--- src/common/apu_pkg.sv ---
package apu_pkg;

  // Register map, console addresses
  localparam logic [15:0] addr_len_cfg  = 16'h4000;
  localparam logic [15:0] addr_len_load = 16'h4003;
  localparam logic [15:0] addr_status   = 16'h4015;
  localparam logic [15:0] addr_frame    = 16'h4017;

  // Sequencer steps in APU cycles
  localparam logic [15:0] step1 = 16'd3728;
  localparam logic [15:0] step2 = 16'd7456;
  localparam logic [15:0] step3 = 16'd11185;
  localparam logic [15:0] step4 = 16'd14914;
  localparam logic [15:0] step5 = 16'd18640;

  typedef enum logic {
    mode_4step,
    mode_5step
  } frame_mode_e;

  typedef enum logic [1:0] {
    bus_idle,
    bus_wait_en,
    bus_resp
  } bus_state_e;

  // Length load values, indexed by data bits 7:3
  localparam logic [7:0] length_table [32] = '{
    8'd10,  8'd254, 8'd20,  8'd2,
    8'd40,  8'd4,   8'd80,  8'd6,
    8'd160, 8'd8,   8'd60,  8'd10,
    8'd14,  8'd12,  8'd26,  8'd14,
    8'd12,  8'd16,  8'd24,  8'd18,
    8'd48,  8'd20,  8'd96,  8'd22,
    8'd192, 8'd24,  8'd72,  8'd26,
    8'd16,  8'd28,  8'd32,  8'd30
  };

endpackage

--- src/apu_bus/apu_axil_slave.sv ---
module apu_axil_slave (
  input  logic        clk,
  input  logic        rst_l,
  input  logic        cpu_clk_en,
  input  logic [15:0] s_awaddr,
  input  logic        s_awvalid,
  output logic        s_awready,
  input  logic [7:0]  s_wdata,
  input  logic        s_wvalid,
  output logic        s_wready,
  output logic [1:0]  s_bresp,
  output logic        s_bvalid,
  input  logic        s_bready,
  input  logic [15:0] s_araddr,
  input  logic        s_arvalid,
  output logic        s_arready,
  output logic [7:0]  s_rdata,
  output logic [1:0]  s_rresp,
  output logic        s_rvalid,
  input  logic        s_rready,
  input  logic        status_irq,
  input  logic        status_active,
  output logic [15:0] reg_addr,
  output logic [7:0]  reg_wdata,
  output logic        reg_we,
  output logic        reg_re
);

  localparam logic [1:0] resp_okay   = 2'b00;
  localparam logic [1:0] resp_slverr = 2'b10;

  apu_pkg::bus_state_e state, state_next;
  logic        wr_take, rd_take, issue;
  logic        wr_mapped, rd_mapped;
  logic        is_read;
  logic [15:0] addr_q;
  logic [7:0]  wdata_q, rdata_q;
  logic [1:0]  resp_q;

  // Write needs aw and w together; a half-presented write still blocks reads
  assign wr_take = (state == apu_pkg::bus_idle) & s_awvalid & s_wvalid;
  assign rd_take = (state == apu_pkg::bus_idle) & s_arvalid & ~s_awvalid & ~s_wvalid;

  assign s_awready = wr_take;
  assign s_wready  = wr_take;
  assign s_arready = rd_take;

  assign wr_mapped = (addr_q == apu_pkg::addr_frame) | (addr_q == apu_pkg::addr_len_cfg) |
                     (addr_q == apu_pkg::addr_len_load);
  assign rd_mapped = (addr_q == apu_pkg::addr_status);

  assign issue     = (state == apu_pkg::bus_wait_en) & cpu_clk_en;
  assign reg_we    = issue & ~is_read & wr_mapped;
  assign reg_re    = issue & is_read & rd_mapped;
  assign reg_addr  = addr_q;
  assign reg_wdata = wdata_q;

  always_comb begin
    state_next = state;
    case (state)
      apu_pkg::bus_idle:
        if (wr_take | rd_take)
          state_next = apu_pkg::bus_wait_en;
      apu_pkg::bus_wait_en:
        if (cpu_clk_en)
          state_next = apu_pkg::bus_resp;
      apu_pkg::bus_resp:
        if (is_read ? s_rready : s_bready)
          state_next = apu_pkg::bus_idle;
      default:
        state_next = apu_pkg::bus_idle;
    endcase
  end

  always_ff @(posedge clk, negedge rst_l) begin
    if (!rst_l)
      state <= apu_pkg::bus_idle;
    else
      state <= state_next;
  end

  always_ff @(posedge clk) begin
    if (wr_take) begin
      addr_q  <= s_awaddr;
      wdata_q <= s_wdata;
      is_read <= 1'b0;
    end else if (rd_take) begin
      addr_q  <= s_araddr;
      wdata_q <= '0;
      is_read <= 1'b1;
    end
    // Status sampled in the strobe cycle, before the clear lands
    if (issue) begin
      resp_q  <= (is_read ? rd_mapped : wr_mapped) ? resp_okay : resp_slverr;
      rdata_q <= (is_read & rd_mapped) ? {1'b0, status_irq, 5'b0, status_active} : 8'h00;
    end
  end

  assign s_bvalid = (state == apu_pkg::bus_resp) & ~is_read;
  assign s_rvalid = (state == apu_pkg::bus_resp) & is_read;
  assign s_bresp  = resp_q;
  assign s_rresp  = resp_q;
  assign s_rdata  = rdata_q;

endmodule

--- src/frame_counter/frame_counter.sv ---
module frame_counter (
  input  logic        clk,
  input  logic        rst_l,
  input  logic        cpu_clk_en,
  input  logic        apu_clk_en,
  input  logic [15:0] reg_addr,
  input  logic [7:0]  reg_wdata,
  input  logic        reg_we,
  input  logic        reg_re,
  output logic        irq,
  output logic        quarter_tick,
  output logic        half_tick
);

  apu_pkg::frame_mode_e mode, mode_next;
  logic        inhibit, inhibit_next;
  logic [15:0] cycles, cycles_next;
  logic        load;
  logic        clear_irq;
  logic        set_irq;

  assign load      = reg_we & (reg_addr == apu_pkg::addr_frame);
  assign clear_irq = (reg_re & (reg_addr == apu_pkg::addr_status)) | (load & reg_wdata[6]);
  assign set_irq   = apu_clk_en & (mode == apu_pkg::mode_4step) &
                     (cycles == apu_pkg::step4) & ~inhibit;

  always_comb begin
    mode_next    = mode;
    inhibit_next = inhibit;
    if (load) begin
      mode_next    = apu_pkg::frame_mode_e'(reg_wdata[7]);
      inhibit_next = reg_wdata[6];
    end
  end

  always_comb begin
    cycles_next  = cycles;
    quarter_tick = 1'b0;
    half_tick    = 1'b0;

    if (apu_clk_en) begin
      cycles_next = cycles + 16'd1;
      if (cycles == apu_pkg::step1) begin
        quarter_tick = 1'b1;
      end else if (cycles == apu_pkg::step2) begin
        quarter_tick = 1'b1;
        half_tick    = 1'b1;
      end else if (cycles == apu_pkg::step3) begin
        quarter_tick = 1'b1;
      end else if ((mode == apu_pkg::mode_4step) && (cycles == apu_pkg::step4)) begin
        quarter_tick = 1'b1;
        half_tick    = 1'b1;
        cycles_next  = '0;
      end else if (cycles == apu_pkg::step5) begin
        // Reached in 4-step mode only right after a frame write, no ticks then
        quarter_tick = (mode == apu_pkg::mode_5step);
        half_tick    = (mode == apu_pkg::mode_5step);
        cycles_next  = '0;
      end
    end

    if (load)
      cycles_next = apu_pkg::step5;
  end

  always_ff @(posedge clk, negedge rst_l) begin
    if (!rst_l) begin
      cycles  <= '0;
      mode    <= apu_pkg::mode_4step;
      inhibit <= 1'b0;
    end else if (cpu_clk_en) begin
      cycles  <= cycles_next;
      mode    <= mode_next;
      inhibit <= inhibit_next;
    end
  end

  always_ff @(posedge clk, negedge rst_l) begin
    if (!rst_l)
      irq <= 1'b0;
    else if (set_irq)
      irq <= 1'b1;
    else if (cpu_clk_en & clear_irq)
      irq <= 1'b0;
  end

endmodule

--- src/apu_clk_enables.sv ---
module apu_clk_enables #(
  parameter int cpu_div = 12
) (
  input  logic clk,
  input  logic rst_l,
  output logic cpu_clk_en,
  output logic apu_clk_en
);

  localparam int cnt_w = (cpu_div > 1) ? $clog2(cpu_div) : 1;

  logic [cnt_w-1:0] div_cnt;
  logic             apu_phase;

  always_ff @(posedge clk, negedge rst_l) begin
    if (!rst_l) begin
      div_cnt   <= '0;
      apu_phase <= 1'b0;
    end else begin
      if (div_cnt == '0)
        div_cnt <= cnt_w'(cpu_div - 1);
      else
        div_cnt <= div_cnt - 1'b1;
      if (cpu_clk_en)
        apu_phase <= ~apu_phase;
    end
  end

  assign cpu_clk_en = (div_cnt == '0);
  // APU runs at half the CPU rate
  assign apu_clk_en = cpu_clk_en & apu_phase;

endmodule

--- src/apu_frame_top.sv ---
module apu_frame_top #(
  parameter int cpu_div = 12
) (
  input  logic        clk,
  input  logic        rst_l,
  input  logic [15:0] s_awaddr,
  input  logic        s_awvalid,
  output logic        s_awready,
  input  logic [7:0]  s_wdata,
  input  logic        s_wvalid,
  output logic        s_wready,
  output logic [1:0]  s_bresp,
  output logic        s_bvalid,
  input  logic        s_bready,
  input  logic [15:0] s_araddr,
  input  logic        s_arvalid,
  output logic        s_arready,
  output logic [7:0]  s_rdata,
  output logic [1:0]  s_rresp,
  output logic        s_rvalid,
  input  logic        s_rready,
  output logic        irq,
  output logic        quarter_tick,
  output logic        half_tick,
  output logic        length_active
);

  logic        cpu_clk_en;
  logic        apu_clk_en;
  logic [15:0] reg_addr;
  logic [7:0]  reg_wdata;
  logic        reg_we;
  logic        reg_re;

  apu_clk_enables #(.cpu_div(cpu_div)) clk_en0 (
    .clk, .rst_l, .cpu_clk_en, .apu_clk_en
  );

  apu_axil_slave bus0 (
    .clk, .rst_l, .cpu_clk_en,
    .s_awaddr, .s_awvalid, .s_awready, .s_wdata, .s_wvalid, .s_wready,
    .s_bresp, .s_bvalid, .s_bready,
    .s_araddr, .s_arvalid, .s_arready, .s_rdata, .s_rresp, .s_rvalid, .s_rready,
    .status_irq(irq), .status_active(length_active),
    .reg_addr, .reg_wdata, .reg_we, .reg_re
  );

  frame_counter frame0 (
    .clk, .rst_l, .cpu_clk_en, .apu_clk_en,
    .reg_addr, .reg_wdata, .reg_we, .reg_re,
    .irq, .quarter_tick, .half_tick
  );

  length_counter len0 (
    .clk, .rst_l, .cpu_clk_en, .half_tick,
    .reg_addr, .reg_wdata, .reg_we,
    .active(length_active)
  );

endmodule

--- src/length_counter.sv ---
module length_counter (
  input  logic        clk,
  input  logic        rst_l,
  input  logic        cpu_clk_en,
  input  logic        half_tick,
  input  logic [15:0] reg_addr,
  input  logic [7:0]  reg_wdata,
  input  logic        reg_we,
  output logic        active
);

  logic [7:0] length;
  logic       halt;
  logic       cfg_wr;
  logic       load_wr;
  logic       dec;

  assign cfg_wr  = reg_we & (reg_addr == apu_pkg::addr_len_cfg);
  assign load_wr = reg_we & (reg_addr == apu_pkg::addr_len_load);
  assign dec     = half_tick & ~halt & (length != 8'd0);

  always_ff @(posedge clk, negedge rst_l) begin
    if (!rst_l)
      halt <= 1'b0;
    else if (cpu_clk_en & cfg_wr)
      halt <= reg_wdata[5];
  end

  // Load beats a decrement in the same cycle
  always_ff @(posedge clk, negedge rst_l) begin
    if (!rst_l)
      length <= 8'd0;
    else if (cpu_clk_en) begin
      if (load_wr)
        length <= apu_pkg::length_table[reg_wdata[7:3]];
      else if (dec)
        length <= length - 8'd1;
    end
  end

  assign active = (length != 8'd0);

endmodule

--- config.mk ---
export PLATFORM = sky130hd
export DESIGN_NAME = apu_frame_top
export DESIGN_NICKNAME = d
export VERILOG_FILES = /design/src/common/apu_pkg.sv /design/src/apu_bus/apu_axil_slave.sv /design/src/frame_counter/frame_counter.sv /design/src/apu_clk_enables.sv /design/src/apu_frame_top.sv /design/src/length_counter.sv
export SDC_FILE = /design/constraint.sdc
export NUM_CORES = 1
export LEC_CHECK = 0
export BUFFER_PORTS_ARGS = -buffer_cell sky130_fd_sc_hd__buf_2
export CAP_MARGIN = 20
export CORE_MARGIN = 5
export CORE_UTILIZATION = 40
export CTS_CLUSTER_SIZE = 24
export DETAILED_ROUTE_END_ITERATION = 8
export SLEW_MARGIN = 40
export SYNTH_ARGS = -nofsm -noshare
export SYNTH_HDL_FRONTEND = slang
export SYNTH_SLANG_ARGS = --single-unit
--- constraint.sdc ---
create_clock -name clk -period 4.4 [get_ports clk]
set_input_delay 0.22 -clock clk [delete_from_list [all_inputs] [get_ports clk]]
set_output_delay 0.22 -clock clk [all_outputs]
set_load 0.05 [all_outputs]
==> impl_metrics.yaml, run 1 <==
logic_synthesis:
  yosysTopAreaCell: "dfrtp_1"
  ys_seq_area_share_pct: 43.6
  synth_cell_types: 61
  synth_top_cell_area_share_pct: 23.6
  ys_warn_count: 0
  syn_area_um2: 3710
  synth_cells: 379
  synth_seq_cells: 60
  synth.area.top_cells: "dfrtp_1 (24%), edfxtp_1 (19%), mux2_2 (5.5%), ha_1 (4.4%), nand2_1 (3.8%)"
  synthArstFlopShare_pct: 58.3
  syn_area_per_cell_um2: 9.79
  synth_ff_type: "dfrtp_1"
  synth_edf_count: 24
cts:
  clock-root-buffer: "clkbuf_8"
  cts_tree: "yes"
  path_clk_slew_ns: 0.07
  cts_num_sinks: 60
  numCtsBuffers: 9
  cts_setup_buffers: 0
  insertion_delay_ns: 0.34
  cts.path.max_buffers: 2
  htreeDepth: 3
detailed_routing:
  ant_nets: 0
  avgRoutedWirePerCell_um: 14.1
  drtIter0Drc: 104
  first_pass_iters: 4
  routed_wl_um: 7640
  vias: 2855
  avgViaCountPerCell: 5.27
  drc_errors: 0
finish:
  multi_input_area_um2: 1920
  n_fill_cell: 867
  diodes: 0
  synthToLayoutAreaGrowth_pct: 13.8
  layout.nets: 486
  drive_gt1_share_pct: 25.1
  fin_util_pct: 46.1
  seq_area_um2: 1620
  final_area_um2: 4220
pwr:
  powerDensity_nw_per_um2: 333
  power.leakage_nw: 1.75
  vdd_drop_max_mv: 0.306
floorplanning:
  fp.coreArea_um2: 9150
  dieArea_um2: 11300
  initial_core_util_pct: 40.5
  fp.dieH_um: 106
  die_x_um: 106
  ios: 68
  num_rows: 35
placed_design:
  place_ws_ns: 1.87
  io_buffers: 56
  place.gp.congestion: 0.838
  hpwl_um: 5650
  placed_area_um2: 4010
timing:
  skew_ns: 0.0103
  rsz0062_at_grt: "no"
  slew_violations: 0
  max_freq_mhz: 384
  fin_setup_tns_ns: 0
  relSlewSlack_pct: 55.1
  min_period_ns: 2.61
  tightest_slew_ns: 0.668
  setup_ws_ns: 1.79
  setup_viol: 0
  period_share_pct: 59.2
  fin_hold_ws_ns: 0.114
  hold_viol_final: 0
global_route:
  antenna_found_initial: 0
  grt_usage_pct: 14.3
  grt_max_degree: 36
  grt_pass1_vias: 2853
  grt_pass1_wl_um: 13100
  overflow: 0
hold_path:
  min_from: "s_rready"
  min_path_type: "input port to flop"
worst_setup_path:
  cp-endpoint: "half_tick"
  crit_type: "flop to primary output"
  cp.required_ns: 4.18
  rr_startpoint: "clk_en0.div_cnt[0]"
  regToRegSetupSlack_ns: 1.89
  crit_start: "clk_en0.div_cnt[0]"
  r2r_end: "frame0.cycles[9]"
  end_kind: "primary output"
  r2r_cells: 8
  crit_fanout: 11
  start_kind: "flop"
  worst_ep_arrival_time_ns: 2.39
status:
  status: "completed"
flow_run:
  max_cap_viol_count: 0
-- sequential cells by signal (all words and copies together), names as in the netlist --
register           cells
bus0.state             2
bus0.reg_addr         16
frame0.mode            1
len0.halt              1
bus0.s_bresp           1
bus0.s_rdata           2
len0.length            8
bus0.is_read           1
clk_en0.div_cnt        4
bus0.reg_wdata         5
frame0.inhibit         1
clk_en0.apu_phase      1
frame0.cycles         16
frame0.irq             1
-- cells by family (layout without fill, tap and decap cells) --
family	Yosys count	after routing	share of synthesized area, %
and+or+nand+nor	159	159	23.9
AOI/OAI and AO/OA	64	64	11.2
DFF	60	60	43.6
buffers and inverters	42	87	6.00
muxes	22	22	6.54
xor gates and xnor gates	18	18	4.25
adders and majority gates	13	13	4.38
other	1	8	0.101
-- layer usage --
metal / wire length (um) / global-route usage (%) / vias to the layer above
li1: - / - / 1442
met4: 117 / 6.38 / 0
met5: 0 / 0 / -
met2: 3480 / 22.4 / 81
met1: 3600 / 18.9 / 1324
met3: 438 / 3.34 / 8
-- area by class of cell --
type,count,area share [%]
Clock buffer,9,2.93
Clock inverter,7,1.81
Inverter,14,1.24
Multi-Input combinational cell,284,45.5
Sequential cell,60,38.3
Tap cell,111,3.29
Timing Repair Buffer,57,6.93
-- power breakdown --
group	switching [W]	total [W]	internal [W]
Sequential	0.0000449	0.000669	0.000624
Clock	0.000238	0.000501	0.000264
Combinational	0.000153	0.000236	0.0000832
Total	0.000436	0.00141	0.000971
-- how the worst min path moves through the flow --
stage               slack [ns]  depth (start not counted)           endpoint
floorplan                -0.08                          0      bus0.state[0]
global placement          0.35                          1  frame0.cycles[10]
detailed placement        0.37                          1   frame0.cycles[8]
CTS                       0.10                          2      bus0.state[1]
global route              0.15                          2  bus0.reg_wdata[4]
finish                    0.11                          2      bus0.state[1]
-- through the flow --
step | instances | power (W)
4_1_cts | 542 | 0.00142
6_report | 542 | 0.00141
2_1_floorplan | 386 | 0.000863
3_3_place_gp | 525 | 0.000908
5_1_grt | 542 | 0.00148
3_5_place_dp | 525 | 0.000918
-- cell usage after synthesis, types with 5 or more instances --
| library cell | instances |
|---|---|
| buf_4 | 10 |
| dfrtp_1 | 35 |
| nor3_1 | 10 |
| nor4_1 | 8 |
| o211ai_1 | 5 |
| inv_1 | 14 |
| edfxtp_1 | 24 |
| mux2_2 | 18 |
| o21ai_0 | 17 |
| nor2_1 | 34 |
| nand2b_1 | 5 |
| xor2_1 | 6 |
| ha_1 | 13 |
| a21oi_1 | 15 |
| nand2_1 | 38 |
| and3_1 | 7 |
| nand3_1 | 12 |
| nand4_1 | 7 |
| clkbuf_1 | 11 |
| and2_1 | 6 |
| xnor2_1 | 12 |
-- placed cells by master (no fill, tap or decap), types with 3 or more instances in the layout --
master    synthesis  layout
a211oi_1          3       3
nand3_1          12      12
nand4_1           7       7
nand3b_1          3       3
xnor2_1          12      12
buf_2             3      55
mux2i_1           4       4
nor2b_1           4       4
a21oi_1          15      15
ha_1             13      13
dfrtp_1          35      35
mux2_2           18      18
a211oi_2          3       3
xor2_1            6       6
and3_1            7       6
inv_1            14      14
and2_1            6       6
o311ai_0          4       4
nand2b_1          5       5
o21ai_0          17      17
edfxtp_1         24      24
nor4_1            8       7
o211ai_1          5       5
o21ai_1           3       3
conb_1            1       8
o22ai_1           3       3
nor3_1           10      10
clkbuf_8          0       9
nand2_1          38      38
nor2_1           34      34
nor4b_1           3       3
-- worst max-delay path, cell delays in order (launching register included) --
cell and delay, ns:
dfrtp_1 0.39, inv_1 0.08, ha_1 0.22, nor3b_4 0.31, and2_2 0.33, o21ai_1 0.26
nor2_1 0.16, buf_2 0.27
-- what timing repair did --
| action | in CTS | in global routing |
|---|---|---|
| hold buffers | 1 | 0 |
| gates resized for setup | 0 | 0 |
| endpoints found under the hold margin | 23 | 0 |
(Power assumes the default switching activity.)
==> inputs of run 2 (changes only) <==
--- a/config.mk
+++ b/config.mk
@@ -5,6 +5,7 @@
 export SDC_FILE = /design/constraint.sdc
 export NUM_CORES = 1
 export LEC_CHECK = 0
+export ABC_AREA = 1
 export BUFFER_PORTS_ARGS = -buffer_cell sky130_fd_sc_hd__buf_2
 export CAP_MARGIN = 20
 export CORE_MARGIN = 5
==> constraint.sdc (replaced) <==
create_clock -name clk -period 2.2 [get_ports clk]
set_input_delay 0.11 -clock clk [delete_from_list [all_inputs] [get_ports clk]]
set_output_delay 0.11 -clock clk [all_outputs]
set_load 0.05 [all_outputs]
==> impl_metrics.yaml, run 2 <==
floorplanning:
  fp.coreArea_um2: 9730
  die_x_um: 110
  dieArea_um2: 12100
  fp.dieH_um: 110
  initial_core_util_pct: 41.0
  ios: 68
  num_rows: 36
logic_synthesis:
  yosysMostFrequentCell: "nand2_1"
  synth_edf_count: 24
  synth_cell_types: 40
  synth.area.top_cells: "dfrtp_1 (22%), edfxtp_1 (18%), nand2_1 (14%), nor2_1 (6.9%), inv_1 (5.9%)"
  synth_top_family_by_area: "simple AND/OR/NAND/NOR gates"
  ys_warn_count: 0
  synth_commonest_cells: "nand2_1 (153), nor2_1 (73), inv_1 (63)"
  muxShareOfSynthArea_pct: 0
  yosys.area_share.adder_pct: 4.08
  synth_ff_type: "dfrtp_1"
  synth_seq_cells: 60
  synthArstFlopShare_pct: 58.3
  syn_area_per_cell_um2: 7.26
  ys_seq_area_share_pct: 40.6
  synth_top_cell_area_share_pct: 22.0
  synth_cells: 549
  synth-simple-area-share_pct: 35.1
  syn_area_um2: 3990
  synth-xor-area-share_pct: 3.30
  yosysTopAreaCell: "dfrtp_1"
  synth_compound_area_share_pct: 6.69
global_route:
  grt_pass1_vias: 3377
  grt_usage_pct: 15.8
  grt_pass1_wl_um: 15300
  use_met2_pct: 24.4
  antenna_found_initial: 0
  grt_busiest_layer: "met2"
  overflow: 0
  grtUsageMet3_pct: 3.76
  grtUsageMet1_pct: 22.1
  grt_max_degree: 36
worst_setup_path:
  cpPeakStageDelay_ns: 0.46
  crit_slowest_cell: "dfrtp_2"
  worst_ep_arrival_time_ns: 1.94
  critPathTopFamily: "simple AND/OR/NAND/NOR gates"
  crit_type: "flop to primary output"
  crit_path_frequent_cell: "inv_1"
  crit_fanout: 6
  cp.required_ns: 2.09
  start_kind: "flop"
  crit_chain: "inv_1, ha_1, nand4_1, nor2_1, nand2_2, nand3_2, nand2_1, inv_1, buf_4"
  end_kind: "primary output"
  worst-path-buf-inv: 3
placed_design:
  place.gp.congestion: 0.934
  dp_cells: 727
  io_buffers: 56
  hpwl_um: 6920
pwr:
  power.leakage_nw: 2.31
  vdd_drop_max_mv: 0.539
  powerDensity_nw_per_um2: 630
detailed_routing:
  ant_nets: 0
  avgRoutedWirePerCell_um: 12.0
  first_pass_iters: 5
  drc_errors: 0
  vias: 3541
  routed_wl_um: 8970
  drtIter0Drc: 170
  avgViaCountPerCell: 4.76
timing:
  min_period_ns: 2.05
  slew_violations: 0
  skew_ns: 0.0116
  rsz0062_at_grt: "no"
  hold_viol_final: 0
  setup_viol: 0
  max_freq_mhz: 488
  period_share_pct: 93.2
  fin_setup_tns_ns: 0
cts:
  insertion_delay_ns: 0.34
  clock-root-buffer: "clkbuf_8"
  cts_tree: "yes"
  numCtsBuffers: 9
  htreeDepth: 3
  cts_num_sinks: 60
  cts.path.max_buffers: 2
  path_clk_slew_ns: 0.08
finish:
  drive_gt1_share_pct: 17.0
  diodes: 0
  layout.nets: 666
  stdcell_count: 744
  layout_commonest_cell: "nand2_1"
  layout_common_cells: "nand2_1 (152), nor2_1 (73), inv_1 (63)"
  synthToLayoutAreaGrowth_pct: 15.7
flow_run:
  max_cap_viol_count: 0
hold_path:
  min_path_type: "input port to flop"
status:
  status: "completed"
run 2: metrics by stage:
| step | cell area [um2] | utilization [%] | setup slack (ns) | power (W) | hold WS [ns] |
|---|---|---|---|---|---|
| after global placement | 4360 | 44.8 | 0.228 | 0.00177 | 0.254 |
| final | 4610 | 47.4 | 0.149 | 0.00291 | 0.0344 |
| after global routing | 4610 | 47.4 | 0.00310 | 0.00307 | 0.0369 |
| after floorplan | 4010 | - | 0.226 | 0.00164 | -0.186 |
| after detailed placement | 4360 | 44.8 | 0.159 | 0.00177 | 0.260 |
| after CTS | 4600 | 47.3 | 0.0409 | 0.00295 | 0.0165 |
run 2: worst reg2reg max path, stage by stage (launching register included):
cell and delay (ns):
dfrtp_1 0.39, inv_1 0.06, ha_1 0.19, nand2_2 0.10, nor2_4 0.13, nand2_2 0.11
nor2_4 0.16, nand3_2 0.22, inv_1 0.19, nand2_1 0.08, nand2_1 0.06, inv_1 0.03
nand2_1 0.05, nand2_1 0.04, inv_1 0.04
run 2: metal layers:
metal  routed length [um]  vias up
met5                    0        -
met4                  130        0
met3                  505        9
met2                 4030       95
met1                 4300     1583
li1                     -     1854
run 2: cell type report:
class / instances / area [um2]
Sequential cell: 60 / 1620
Fill cell: 976 / 5120
Tap cell: 133 / 166
Clock buffer: 9 / 124
Timing Repair Buffer: 63 / 343
Clock inverter: 7 / 106
Multi-Input combinational cell: 403 / 2000
Inverter: 69 / 259
run 2: power by group:
group | total [W] | internal [W] | switching, W
Sequential | 0.00130 | 0.00124 | 0.0000548
Combinational | 0.000448 | 0.000128 | 0.000321
Clock | 0.00116 | 0.000660 | 0.000499
Total | 0.00291 | 0.00203 | 0.000875
run 2: kinds of logic (layout without fill, tap and decap cells):
| family | count (synthesis) | count (layout) |
|---|---|---|
| AOI/OAI and AO/OA | 48 | 48 |
| and+or+nand+nor | 319 | 319 |
| xor gates and xnor gates | 15 | 15 |
| other | 1 | 8 |
| buffers and inverters | 93 | 148 |
| adders and majority gates | 13 | 13 |
| DFF | 60 | 60 |
run 2: worst paths after layout:
kind	start	endpoint	slack [ns]	cells past startpoint
worst max-delay path	frame0.cycles[0]	half_tick	0.15	9
worst min-delay path	s_awaddr[10]	bus0.reg_addr[10]	0.03	3
worst max register to register	clk_en0.div_cnt[0]	len0.length[6]	0.30	14
worst min register to register	clk_en0.div_cnt[0]	clk_en0.div_cnt[0]	0.46	1
max in group asynchronous	rst_l	frame0.cycles[0]	1.56	2
min in group asynchronous	rst_l	frame0.cycles[13]	0.26	2
run 2: timing repair:
action,in CTS,in global routing
endpoints found under the setup margin,2,7
hold buffers,1,0
pin swaps,0,0
gates resized for setup,2,3
hold endpoints to repair,35,0
setup buffers,0,0
